<file path="config.mk">
export PLATFORM = sky130hd
export DESIGN_NAME = regen_engine
export DESIGN_NICKNAME = d
export VERILOG_FILES = /design/src/design/la_pkg.sv /design/src/design/regen_engine.sv
export SDC_FILE = /design/constraint.sdc
export NUM_CORES = 1
export LEC_CHECK = 0
export ABC_AREA = 1
export BUFFER_PORTS_ARGS = -buffer_cell sky130_fd_sc_hd__buf_2
export CORE_MARGIN = 1
export CORE_UTILIZATION = 48
export DETAILED_ROUTE_END_ITERATION = 10
export PLACE_DENSITY = 0.7
export SLEW_MARGIN = 20
export SYNTH_ARGS = -nofsm -noshare
export SYNTH_HDL_FRONTEND = slang
export SYNTH_SLANG_ARGS = --single-unit
</file>
<file path="constraint.sdc">
create_clock -name clk -period 3.7 [get_ports clk]
set_input_delay 0.555 -clock clk [delete_from_list [all_inputs] [get_ports clk]]
set_output_delay 0.555 -clock clk [all_outputs]
set_load 0.01 [all_outputs]
</file>
<file path="src/design/la_pkg.sv">
package la_pkg;

    // ==============================
    // Sizes and rates
    // ==============================
    localparam int SAMPLE_DIV = 25;              // Clocks per sample strobe
    localparam int NUM_CH     = 8;               // Probe channels
    localparam int DISP_BYTES = 38;              // Display bytes per channel
    localparam int DISP_BITS  = DISP_BYTES * 8;  // 304 display columns
    localparam int MEM_AW     = 11;              // 2 KiB on-chip buffer

    typedef logic [NUM_CH-1:0] sample_t;         // Bit c is channel c
    typedef logic [MEM_AW-1:0] mem_addr_t;

    localparam mem_addr_t RAW_BASE  = 11'd0;     // Raw capture region
    localparam mem_addr_t DISP_BASE = 11'd1536;  // Packed display region

    // ==============================
    // Host register map
    // ==============================
    localparam logic [3:0] REG_CTRL   = 4'd0;    // W: arm / regen / read
    localparam logic [3:0] REG_CHAN   = 4'd1;
    localparam logic [3:0] REG_BYTE   = 4'd2;
    localparam logic [3:0] REG_TRIG   = 4'd3;    // [2:0] channel, [3] falling
    localparam logic [3:0] REG_WINDOW = 4'd4;
    localparam logic [3:0] REG_DEBUG  = 4'd5;
    localparam logic [3:0] REG_STATUS = 4'd6;
    localparam logic [3:0] REG_DATA   = 4'd7;

    typedef struct packed {
        logic      en;
        logic      write;
        mem_addr_t addr;
        sample_t   wdata;
    } mem_req_t;

    typedef enum logic [2:0] {IDLE, CAPTURE, CAPTURED, REGEN, READY, READ} phase_t;

    typedef struct packed {
        logic [2:0] channel;
        logic       mode;                        // 0 rising, 1 falling
    } trig_cfg_t;

    typedef struct packed {
        trig_cfg_t  trig;
        logic [1:0] window;                      // Decimation is window + 1
        logic       debug_en;
        logic [2:0] channel;                     // Display readback channel
        logic [5:0] byte_addr;                   // Display readback byte
    } cfg_t;

    typedef struct packed {
        logic arm;
        logic regen;
        logic read;
    } cmd_t;

    typedef struct packed {
        logic busy;
        logic armed;
        logic captured;
        logic ready;
    } status_t;

    typedef struct packed {
        logic       sel;
        logic       write;
        logic [3:0] addr;
        logic [7:0] wdata;
    } bus_req_t;

    // Display byte address, base + ch * 38 + byte
    function automatic mem_addr_t disp_addr(input logic [2:0] ch, input logic [5:0] byte_off);
        return DISP_BASE + mem_addr_t'(ch) * mem_addr_t'(DISP_BYTES) + mem_addr_t'(byte_off);
    endfunction

endpackage

</file>
<file path="src/design/regen_engine.sv">
`timescale 1ns/100ps

module regen_engine (
    input  logic             clk,
    input  logic             cmd_reset,
    input  logic             start,
    input  logic [1:0]       window,
    output la_pkg::mem_req_t mem_req,
    input  la_pkg::sample_t  mem_rdata,
    output logic             done
);

    logic              rd_phase;                 // Fetching 8 raw samples
    logic              wr_phase;                 // Draining 8 channel bytes
    logic              rd_valid;                 // Read data due this cycle
    logic [3:0]        rd_cnt;                   // Reads issued for this byte
    logic [2:0]        ret_cnt;                  // Samples returned
    logic [2:0]        wr_ch;
    logic [5:0]        byte_idx;
    la_pkg::mem_addr_t rd_addr;
    la_pkg::mem_addr_t factor;
    la_pkg::sample_t   chan_byte [la_pkg::NUM_CH];
    logic              issue;
    logic              last_byte;

    assign factor    = la_pkg::mem_addr_t'(window) + 1'b1;
    assign issue     = rd_phase && !rd_cnt[3];   // Up to 8 reads back to back
    assign last_byte = (byte_idx == 6'(la_pkg::DISP_BYTES - 1));
    assign done      = wr_phase && (wr_ch == 3'(la_pkg::NUM_CH - 1)) && last_byte;

    // ==============================
    // Sequencing
    // ==============================
    always_ff @(posedge clk) begin
        if (cmd_reset) begin
            rd_phase <= 1'b0;
            wr_phase <= 1'b0;
            rd_valid <= 1'b0;
            rd_cnt   <= '0;
            ret_cnt  <= '0;
            wr_ch    <= '0;
            byte_idx <= '0;
            rd_addr  <= la_pkg::RAW_BASE;
        end else begin
            rd_valid <= issue;
            if (start) begin
                rd_phase <= 1'b1;
                wr_phase <= 1'b0;
                rd_cnt   <= '0;
                ret_cnt  <= '0;
                wr_ch    <= '0;
                byte_idx <= '0;
                rd_addr  <= la_pkg::RAW_BASE;
            end else begin
                if (issue) begin
                    rd_addr <= rd_addr + factor;       // Keeps running into next byte
                    rd_cnt  <= rd_cnt + 1'b1;
                end
                if (rd_valid) begin
                    ret_cnt <= ret_cnt + 1'b1;
                    if (ret_cnt == 3'd7) begin         // Eighth sample is back
                        rd_phase <= 1'b0;
                        wr_phase <= 1'b1;
                    end
                end
                if (wr_phase) begin
                    wr_ch <= wr_ch + 1'b1;
                    if (wr_ch == 3'(la_pkg::NUM_CH - 1)) begin
                        wr_phase <= 1'b0;
                        rd_phase <= !last_byte;
                        rd_cnt   <= '0;
                        byte_idx <= byte_idx + 1'b1;
                    end
                end
            end
        end
    end

    // First sample ends up in the MSB
    always_ff @(posedge clk) begin
        if (rd_valid) begin
            for (int c = 0; c < la_pkg::NUM_CH; c++)
                chan_byte[c] <= {chan_byte[c][la_pkg::NUM_CH-2:0], mem_rdata[c]};
        end
    end

    always_comb begin
        mem_req = '0;
        if (issue) begin
            mem_req.en   = 1'b1;
            mem_req.addr = rd_addr;
        end else if (wr_phase) begin
            mem_req.en    = 1'b1;
            mem_req.write = 1'b1;
            mem_req.addr  = la_pkg::disp_addr(wr_ch, byte_idx);
            mem_req.wdata = chan_byte[wr_ch];
        end
    end

endmodule

</file>
==> summary.txt, run 1 <==
Run status
  • Outcome: complete, no violations

Flow run
  • Max Cap Viol: 0

Worst setup path
  • WP buf/inv: 3
  • CP required: 3.14 ns
  • CP peak stage delay: 0.39 ns
  • Levels on crit path: 14
  • Worst R2R Path Depth: 9
  • CP max stage cell: dfxtp_4
  • Crit path from: wr_ch[1]
  • CP arrival: 2.83 ns
  • Worst-path fanout max: 7
  • Critical R2R Launch: rd_addr[0]
  • Worst path cell trace: inv_1, ha_1, inv_1, ha_1, ha_1, nor2_2, xnor2_1, ha_1, a21oi_1, nand3_2, a21oi_1, o21ai_0, nand2_1, buf_2
  • Crit Path Class: reg -> out
  • Crit path launch type: flop
  • CP dominant cell by count: ha_1
  • Crit end category: primary output
  • Delay-heaviest family, CP: adder cells

Logic synthesis
  • Sequential fraction of the synthesis area: 57.16%
  • Top post-synthesis cells by area: edfxtp_1 43%, dfxtp_1 15%, nor2_1 7.3%, ha_1 5.3%, nand2_1 3.7%
  • Synth Warn #: 0
  • Avg Cell Area, Syn: 10.06 sq um
  • Mapped Area: 4518 sq um
  • Register bit total from synthesis: 97
  • Post-synth top area share: 42.54%
  • Distinct cells, synth: 38
  • Mapped Cells: 449
  • Synth area leader: edfxtp_1
  • Syn_nets: 483

Global routing
  • First-pass GRT wire length: 14620 um
  • Vias in the first global route: 3185
  • Antenna violations before repair: 0
  • Largest net degree at the start of global routing: 44
  • GR Overflow Total: 0
  • GR Util All Layers: 18.98%

Timing
  • Fmax: 295.2 MHz
  • Final Slew Violations: 0
  • Final Hold Viols: 0
  • Setup Total Neg Slack: 0 ns
  • Final Cycle Share: 91.55%
  • Worst Skew: 0.01171 ns
  • Max_slew headroom: 41.67%
  • RSZ-0062 raised after global routing: no
  • Measured slew at the worst slew-check pin: 0.8738 ns
  • Final WS setup: 0.3126 ns
  • Min Tclk post-route: 3.387 ns
  • Final setup vio count: 0

Worst hold path
  • Hold depth: 1
  • Hold Path Class: in -> reg
  • HP Start: mem_rdata[6]

Floorplan
  • Chip width: 99.02 um
  • Full die area: 9805 sq um
  • Die extent in y: 99.02 um
  • # rows: 35
  • Initial core utilization: 49.13%
  • Core Region: 9196 sq um
  • Top-Level Pins: 35

Detailed routing
  • DRT iter0 DRCs: 141
  • DR WL/cell: 14.38 um
  • DRT Pass-1 Iters: 4
  • Routed WL: 8600 um
  • Vias per cell: 5.366
  • Vias: 3209
  • ANT nets after route: 0
  • DRC: 0

CTS
  • CTS tree: done
  • Htree depth: 3
  • Post-CTS Setup Bufs: 0
  • Clk sinks: 97
  • Clock transition at the registers of the reported paths: 0.09 ns
  • Num CTS Buffers: 9
  • Clock Path Buffers: 2
  • Root Buffer Master: clkbuf_8
  • Clock latency on the worst-skew pair: 0.36 ns

Finish
  • Final #Nets: 516
  • Reg area: 2587 sq um
  • Final Cell Area: 4992 sq um
  • Share of cells above drive strength 1: 15.81%
  • Antenna fix cells: 0
  • Synth-to-Final Area Change: 10.50%
  • Area occupied by multi-input gates: 1678 sq um
  • Fillcell total: 811

Pwr
  • Cell Pwr Density: 416.6 nW/um^2
  • Peak VDD IR: 0.2076 mV
  • Leakage: 1.907 nW

Place
  • Port Buffer Count: 34
  • DP Area: 4740 sq um
  • Placer Congestion: 0.9051
  • Dpl ws: 0.5344 ns
  • HPWL after detailed placement: 6001 um
-- placed cells by master (no fill, tap or decap), types with 19 or more instances in the layout --
master,instances
a21oi_1,24
o21ai_1,23
buf_2,34
nor2_1,87
o21ai_0,33
nand2_1,44
inv_1,35
dfxtp_1,31
ha_1,19
edfxtp_1,64
-- metal layers --
metal | wire length (um) | part of all wire, % | GRT usage [%] | vias to the layer above
met5 | 0 | 0 | 0 | -
met4 | 90 | 1.0 | 6.889 | 0
met3 | 330 | 3.8 | 3.759 | 7
met2 | 4205 | 49 | 32.17 | 58
met1 | 3974 | 46 | 24.15 | 1531
li1 | - | - | - | 1613
-- sequential cells by signal (all words and copies together), names as in the netlist, named ones only --
name / flops
chan_byte: 64
rd_addr: 11
byte_idx: 6
rd_cnt: 4
ret_cnt: 3
wr_ch: 3
rd_phase: 1
rd_valid: 1
wr_phase: 1
-- metrics by stage --
stage	util, %	hold WS [ns]	instances	power (W)
after floorplan	-	0.4207	449	0.001266
after global placement	51.54	0.4262	582	0.001287
after detailed placement	51.54	0.4289	582	0.001291
after CTS	54.16	0.3626	598	0.002091
after global routing	54.29	0.3622	598	0.002140
final	54.29	0.3748	598	0.002080
-- Yosys cell counts, drive strengths merged --
| cell | n |
|---|---|
| nor4 | 1 |
| a21oi | 24 |
| or2 | 1 |
| o32ai | 8 |
| o22ai | 4 |
| ha | 19 |
| nor2 | 90 |
| o21bai | 3 |
| nor3 | 11 |
| xnor2 | 3 |
| inv | 39 |
| a31oi | 2 |
| nor3b | 1 |
| buf | 14 |
| o211ai | 1 |
| nand2 | 46 |
| fa | 2 |
| nand3 | 12 |
| o21ai | 56 |
| o21a | 1 |
| a22o | 1 |
| clkbuf | 2 |
| a21boi | 1 |
| nand4 | 5 |
| xor2 | 4 |
| edfxtp | 64 |
| dfxtp | 33 |
| nand3b | 1 |
-- what timing repair did --
item,4_1_cts,5_1_grt
endpoints found under the setup margin,0,3
resized for setup,0,4
hold buffers,0,0
-- area by class of cell --
| type | instances | area share [%] |
|---|---|---|
| clock inverters | 7 | 2.356 |
| inverters | 39 | 2.932 |
| repair buffers | 38 | 4.010 |
| flip-flops and latches | 97 | 51.83 |
| multi-input cells | 297 | 33.61 |
| clock buffers | 9 | 2.481 |
| well taps | 111 | 2.782 |
-- final timing paths --
check                                       end  slack, ns
worst max register to register       rd_addr[8]       1.92
worst max-delay path                mem_req[14]       0.31
worst min-delay path            chan_byte[6][0]       0.37
worst min register to register  chan_byte[2][3]       0.44
-- cell families after synthesis --
| kind of cell | Yosys count | synth area share (%) |
|---|---|---|
| buf+inv | 55 | 5.871 |
| fa+ha+maj | 21 | 6.148 |
| simple gates | 168 | 15.70 |
| flops | 97 | 57.16 |
| xor+xnor | 7 | 1.357 |
| compound gates | 101 | 13.76 |
-- power by group --
part           switching [W]  internal [W]  leakage, nW
sequential         0.0000184       0.00118        0.860
combinational      0.0000406     0.0000224        0.927
clock               0.000366      0.000450        0.120
total               0.000425       0.00165         1.91
No activity file was read; power rests on OpenSTA's default activity.
==> inputs of run 2 (changes only) <==
--- a/config.mk
+++ b/config.mk
@@ -10,7 +10,7 @@
 export CORE_MARGIN = 1
 export CORE_UTILIZATION = 48
 export DETAILED_ROUTE_END_ITERATION = 10
-export PLACE_DENSITY = 0.7
+export PLACE_DENSITY = 0.77
 export SLEW_MARGIN = 20
 export SYNTH_ARGS = -nofsm -noshare
 export SYNTH_HDL_FRONTEND = slang
==> run 2 against run 1 <==
Effect of this change: setup slack worse by 0.088 ns; routed wire length increased by 3.8%; register-to-register slack improved by 0.02 ns; non-clock buffer count grew 1; combinational power grew 2%.
==> summary.txt, run 2 (synthesized netlist as in run 1, its figures left out) <==
Finish
  • Antenna fix cells: 0 (unchanged)
  • Commonest non-fill, non-tap cells in the layout: 87 x nor2_1, 64 x edfxtp_1, 44 x nand2_1, 35 x inv_1, 34 x buf_2
  • Synth-to-Final Area Change: 9.803%
  • Reg area: 2587 sq um (unchanged)
  • Area occupied by multi-input gates: 1678 sq um (unchanged)
  • Commonest non-fill, non-tap cell in the layout: nor2_1
  • Final design utilization: 53.95% (-0.34 points)
  • Share of cells above drive strength 1: 15.98% (+0.17 points)
  • Biggest regs: chan_byte: 64 flops, rd_addr: 11 flops, byte_idx: 6 flops
  • Final #Nets: 517 (+0.19%)
  • Largest register FFs: 64 (unchanged)
  • Reg with most FFs: chan_byte
  • Fillcell total: 851 (+4.9%)

Timing
  • Final Hold Viols: 0 (unchanged)
  • Final Cycle Share: 93.93% (+2.4 points)
  • Worst Skew: 0.01440 ns (+0.002696 ns)
  • Max_slew headroom: 34.96% (-6.7 points)
  • Measured slew at the worst slew-check pin: 0.9742 ns (+0.1005 ns)
  • Fmax: 287.7 MHz (-2.5%)
  • Final Slew Violations: 0 (unchanged)
  • Final setup vio count: 0 (unchanged)
  • Min Tclk post-route: 3.475 ns (+0.08786 ns)

Global routing
  • GR Overflow Total: 0 (unchanged)
  • First-pass GRT wire length: 14790 um (+1.1%)
  • Largest net degree at the start of global routing: 44 (unchanged)
  • GR Util All Layers: 19.49% (+0.51 points)
  • Vias in the first global route: 3275 (+2.8%)
  • Antenna violations before repair: 0 (unchanged)

Floorplan
  • Full die area: 9805 sq um (unchanged)
  • Core Region: 9196 sq um (unchanged)
  • Chip width: 99.02 um (unchanged)
  • Top-Level Pins: 35 (unchanged)
  • # rows: 35 (unchanged)
  • Initial core utilization: 49.13% (unchanged)
  • Die extent in y: 99.02 um (unchanged)

CTS
  • Post-CTS Setup Bufs: 0 (unchanged)
  • Clock transition at the registers of the reported paths: 0.10 ns (about the same)
  • Post-CTS Hold Fix Bufs: 0 (unchanged)
  • Clock Path Buffers: 2 (unchanged)
  • Clk sinks: 97 (unchanged)
  • Root Buffer Master: clkbuf_8
  • Clock latency on the worst-skew pair: 0.38 ns (+0.02 ns)
  • Post-CTS sizing: 0 (unchanged)
  • Htree depth: 3 (unchanged)
  • Num CTS Buffers: 9 (unchanged)
  • CTS tree: done

Worst setup path
  • CP arrival: 2.92 ns (+0.09 ns)
  • Worst R2R Path Depth: 9 (unchanged)
  • Crit end category: primary output
  • Delay-heaviest family, CP: adder cells
  • CP required: 3.14 ns (about the same)
  • Worst Setup EP: mem_req[14]
  • WP buf/inv: 3 (unchanged)
  • CP peak stage delay: 0.39 ns (about the same)
  • Crit path launch type: flop
  • CP dominant cell by count: ha_1
  • Levels on crit path: 14 (unchanged)
  • Worst-path fanout max: 7 (unchanged)
  • RR Endpoint: rd_addr[8]
  • Critical R2R Launch: rd_addr[0]
  • Crit path from: wr_ch[1]
  • Reg2Reg Setup Slack: 1.94 ns (+0.02 ns)
  • CP max stage cell: dfxtp_4
  • Crit Path Class: reg -> out
  • Worst path cell trace: inv_1, ha_1, inv_1, ha_1, ha_1, nor2_2, xnor2_1, ha_1, a21oi_1, nand3_2, a21oi_1, o21ai_0, nand2_1, buf_2

Detailed routing
  • Vias per cell: 5.477 (+2.1%)
  • DRT Pass-1 Iters: 4 (unchanged)
  • Vias: 3281 (+2.2%)
  • DR WL/cell: 14.90 um (+3.6%)
  • Routed WL: 8927 um (+3.8%)
  • DRT iter0 DRCs: 182 (+29%)
  • DRC: 0 (unchanged)
  • ANT nets after route: 0 (unchanged)

Pwr
  • Leakage: 1.895 nW (-0.63%)
  • Peak VDD IR: 0.1637 mV (-21%)
  • Cell Pwr Density: 395.9 nW/um^2 (-5.0%)
  • Power, Total: 0.001964 W (-5.6%)

Place
  • HPWL after detailed placement: 6112 um (+1.8%)
  • Port Buffer Count: 34 (unchanged)
  • Placer Congestion: 0.9002 (-0.54%)

Flow run
  • Max Cap Viol: 0 (unchanged)

Run status
  • Outcome: complete, no violations

Worst hold path
  • Hold Path Class: in -> reg
## run 2: changes by cell type in the layout (fill, tap and decap cells not counted), sizes merged
cell	delta
bufinv	-3
inv	+3
buf	+1
clkinv	+1
clkinvlp	-1
## run 2: layout make-up
cell class | count | share of cell area (%)
well taps | 111 | 2.799
inverters | 39 | 2.951
clock buffers | 9 | 2.497
repair buffers | 39 | 4.187
flip-flops and latches | 97 | 52.16
multi-input cells | 297 | 33.82
clock inverters | 7 | 1.589
## run 2: how the worst min path moves through the flow
| stage | from | to | depth (start not counted) |
|---|---|---|---|
| 3_5_place_dp | chan_byte[2][2] | chan_byte[2][3] | 0 |
| 5_1_grt | mem_rdata[3] | chan_byte[3][0] | 1 |
| 2_1_floorplan | chan_byte[2][0] | chan_byte[2][1] | 0 |
| 4_1_cts | mem_rdata[3] | chan_byte[3][0] | 1 |
| 6_report | mem_rdata[3] | chan_byte[3][0] | 1 |
| 3_3_place_gp | chan_byte[6][2] | chan_byte[6][3] | 0 |
## run 2: through the flow
step | cell area (sq um) | worst slack (ns) | TNS [ns] | hold WS (ns) | instances
floorplan | 4518 | 0.8561 | 0 | 0.4207 | 449
global placement | 4747 | 0.6303 | 0 | 0.4242 | 583
CTS | 4950 | 0.1111 | 0 | 0.3394 | 599
global route | 4961 | -0.03276 | -0.03276 | 0.3249 | 599
detailed placement | 4747 | 0.5478 | 0 | 0.4272 | 583
finish | 4961 | 0.2248 | 0 | 0.3534 | 599
## run 2: power breakdown
group / internal (W) / leakage [nW] / switching, W
logic: 0.0000224 / 0.933 / 0.0000417
clock network: 0.000269 / 0.102 / 0.000430
registers: 0.00118 / 0.860 / 0.0000185
## run 2: routing by layer
metal	part of all wire, %	up-vias	GRT usage [%]
li1	-	1614	-
met1	45	1573	24.42
met2	48	78	31.79
met3	4.2	16	4.681
met4	2.5	0	9.414
met5	0	-	0
==> inputs of run 3 (changes only) <==
--- a/config.mk
+++ b/config.mk
@@ -11,6 +11,7 @@
 export CORE_UTILIZATION = 48
 export DETAILED_ROUTE_END_ITERATION = 10
 export PLACE_DENSITY = 0.77
+export RECOVER_POWER = 100
 export SLEW_MARGIN = 20
 export SYNTH_ARGS = -nofsm -noshare
 export SYNTH_HDL_FRONTEND = slang
==> run 3 against run 2 <==
Effect of this change: power hardly changed; first-iteration DRC count grew 12%; sequential power is essentially flat; setup slack got worse by 0.0054 ns; global-route usage unchanged; critical path type unchanged.
==> summary.txt, run 3 (synthesized netlist as in run 1, its figures left out) <==
Timing
  • Fmax: 287.3 MHz (-0.15%)
  • Final hold slack: 0.3533 ns (-0.0001360 ns)
  • Measured slew at the worst slew-check pin: 1.145 ns (+0.1709 ns)
  • Final Slew Violations: 0 (unchanged)
  • Final Hold Viols: 0 (unchanged)
  • Final WS setup: 0.2194 ns (-0.005367 ns)
  • Setup Total Neg Slack: 0 ns (unchanged)
  • Final setup vio count: 0 (unchanged)
  • Min Tclk post-route: 3.481 ns (+0.005367 ns)
  • Worst Skew: 0.01431 ns (-0.00009200 ns)
  • Max_slew headroom: 23.56% (-11 points)
  • Final Cycle Share: 94.07% (+0.15 points)

Worst setup path
  • CP arrival: 2.93 ns (about the same)
  • Crit path launch type: flop
  • Crit Path Class: reg -> out
  • Worst-path fanout max: 7 (unchanged)
  • Crit end category: primary output
  • CP required: 3.14 ns (about the same)
  • Worst R2R Path Depth: 1 (-8)

Finish
  • Reg with most FFs: chan_byte
  • Final #Nets: 517 (unchanged)
  • Synth-to-Final Area Change: 9.249%
  • Commonest non-fill, non-tap cell in the layout: nor2_1
  • Share of cells above drive strength 1: 13.11% (-2.9 points)
  • Reg area: 2586 sq um (about the same)
  • Commonest non-fill, non-tap cells in the layout: 87 x nor2_1, 64 x edfxtp_1, 45 x nand2_1, 41 x o21ai_0, 35 x inv_1
  • Fillcell total: 860 (+1.1%)
  • Antenna fix cells: 0 (unchanged)
  • Biggest regs: chan_byte: 64 flops, rd_addr: 11 flops, byte_idx: 6 flops
  • Area occupied by multi-input gates: 1670 sq um (-0.45%)
  • Non-Filler Instances: 599 (unchanged)
  • Largest register FFs: 64 (unchanged)

CTS
  • Post-CTS Setup Bufs: 0 (unchanged)
  • CTS tree: done
  • Clock transition at the registers of the reported paths: 0.10 ns (about the same)
  • Post-CTS Hold Fix Bufs: 0 (unchanged)
  • Clk sinks: 97 (unchanged)
  • Root Buffer Master: clkbuf_8
  • Htree depth: 3 (unchanged)
  • Clock latency on the worst-skew pair: 0.38 ns (about the same)
  • Clock Path Buffers: 2 (unchanged)
  • Num CTS Buffers: 9 (unchanged)

Floorplan
  • Full die area: 9805 sq um (unchanged)
  • Core Region: 9196 sq um (unchanged)
  • Die extent in y: 99.02 um (unchanged)
  • # rows: 35 (unchanged)
  • Top-Level Pins: 35 (unchanged)
  • Chip width: 99.02 um (unchanged)
  • Initial core utilization: 49.13% (unchanged)

Worst hold path
  • Hold Path Class: in -> reg
  • Hold depth: 1 (unchanged)

Place
  • DP Cell Count: 583 (unchanged)
  • Port Buffer Count: 34 (unchanged)
  • HPWL after detailed placement: 6112 um (unchanged)
  • Placer Congestion: 0.9002 (unchanged)
  • Dpl ws: 0.5478 ns (unchanged)

Global routing
  • First-pass GRT wire length: 14790 um (unchanged)
  • Vias in the first global route: 3275 (unchanged)
  • GR Overflow Total: 0 (unchanged)
  • Antenna violations before repair: 0 (unchanged)
  • GR Util All Layers: 19.49% (unchanged)
  • Largest net degree at the start of global routing: 44 (unchanged)

Detailed routing
  • DRT iter0 DRCs: 203 (+12%)
  • Routed WL: 8893 um (-0.38%)
  • DRT Pass-1 Iters: 4 (unchanged)
  • DRC: 0 (unchanged)
  • Vias per cell: 5.479 (about the same)
  • DR WL/cell: 14.85 um (-0.38%)
  • Vias: 3282 (+0.030%)
  • ANT nets after route: 0 (unchanged)

Pwr
  • Cell Pwr Density: 398.0 nW/um^2 (+0.53%)
  • Power, Total: 0.001965 W (about the same)
  • Peak VDD IR: 0.1661 mV (+1.5%)
  • Leakage: 1.852 nW (-2.3%)

Flow run
  • Max Cap Viol: 0 (unchanged)

Run status
  • Outcome: complete, no violations
==> run 3: stage by stage <==
step	utilization, %	instance area, sq um
floorplan	-	4518
finish	53.67	4936
global route	53.67	4936
CTS	53.82	4950
detailed placement	51.62	4747
global placement	51.62	4747
==> run 3: layout make-up <==
class / count / share of cell area (%)
Inverter: 39 / 2.966
Clock buffer: 9 / 2.510
Clock inverter: 7 / 1.597
Tap cell: 111 / 2.814
Timing Repair Buffer: 39 / 3.878
Multi-Input combinational cell: 297 / 33.84
Sequential cell: 97 / 52.40
==> run 3: worst paths after layout <==
kind	slack [ns]	endpoint	from
max	0.22	mem_req[14]	wr_ch[1]
min	0.35	chan_byte[3][0]	mem_rdata[3]
max reg2reg	1.24	chan_byte[2][2]	rd_valid
min reg2reg	0.44	chan_byte[2][3]	chan_byte[2][2]
==> run 3: report_power, final <==
| group | switching [W] | internal, W |
|---|---|---|
| Combinational | 0.0000418 | 0.0000212 |
| Sequential | 0.0000183 | 0.00118 |
| Clock | 0.000431 | 0.000269 |
==> run 3: timing repair <==
item / 4_1_cts / 5_1_grt
resized for setup: 0 / 4
endpoints found under the setup margin: 0 / 3
endpoints found under the hold margin: 0 / 0
==> run 3: routing by layer <==
layer,vias to the layer above,global-route usage [%],wire (um)
li1,1618,-,-
met1,1569,24.42,3990
met2,82,31.79,4311
met3,13,4.681,414
met4,0,9.414,176
met5,-,0,0
==> run 3: worst max-delay path, cell delays in order (launching register included) <==
cell and delay (ns):
dfxtp_4 0.39, inv_1 0.06, ha_1 0.30, inv_1 0.05
ha_1 0.17, ha_1 0.19, nor2_2 0.14, xnor2_1 0.09
ha_1 0.34, a21oi_1 0.21, nand3_2 0.16, a21oi_1 0.18
o21ai_0 0.10, nand2_1 0.06, buf_2 0.12
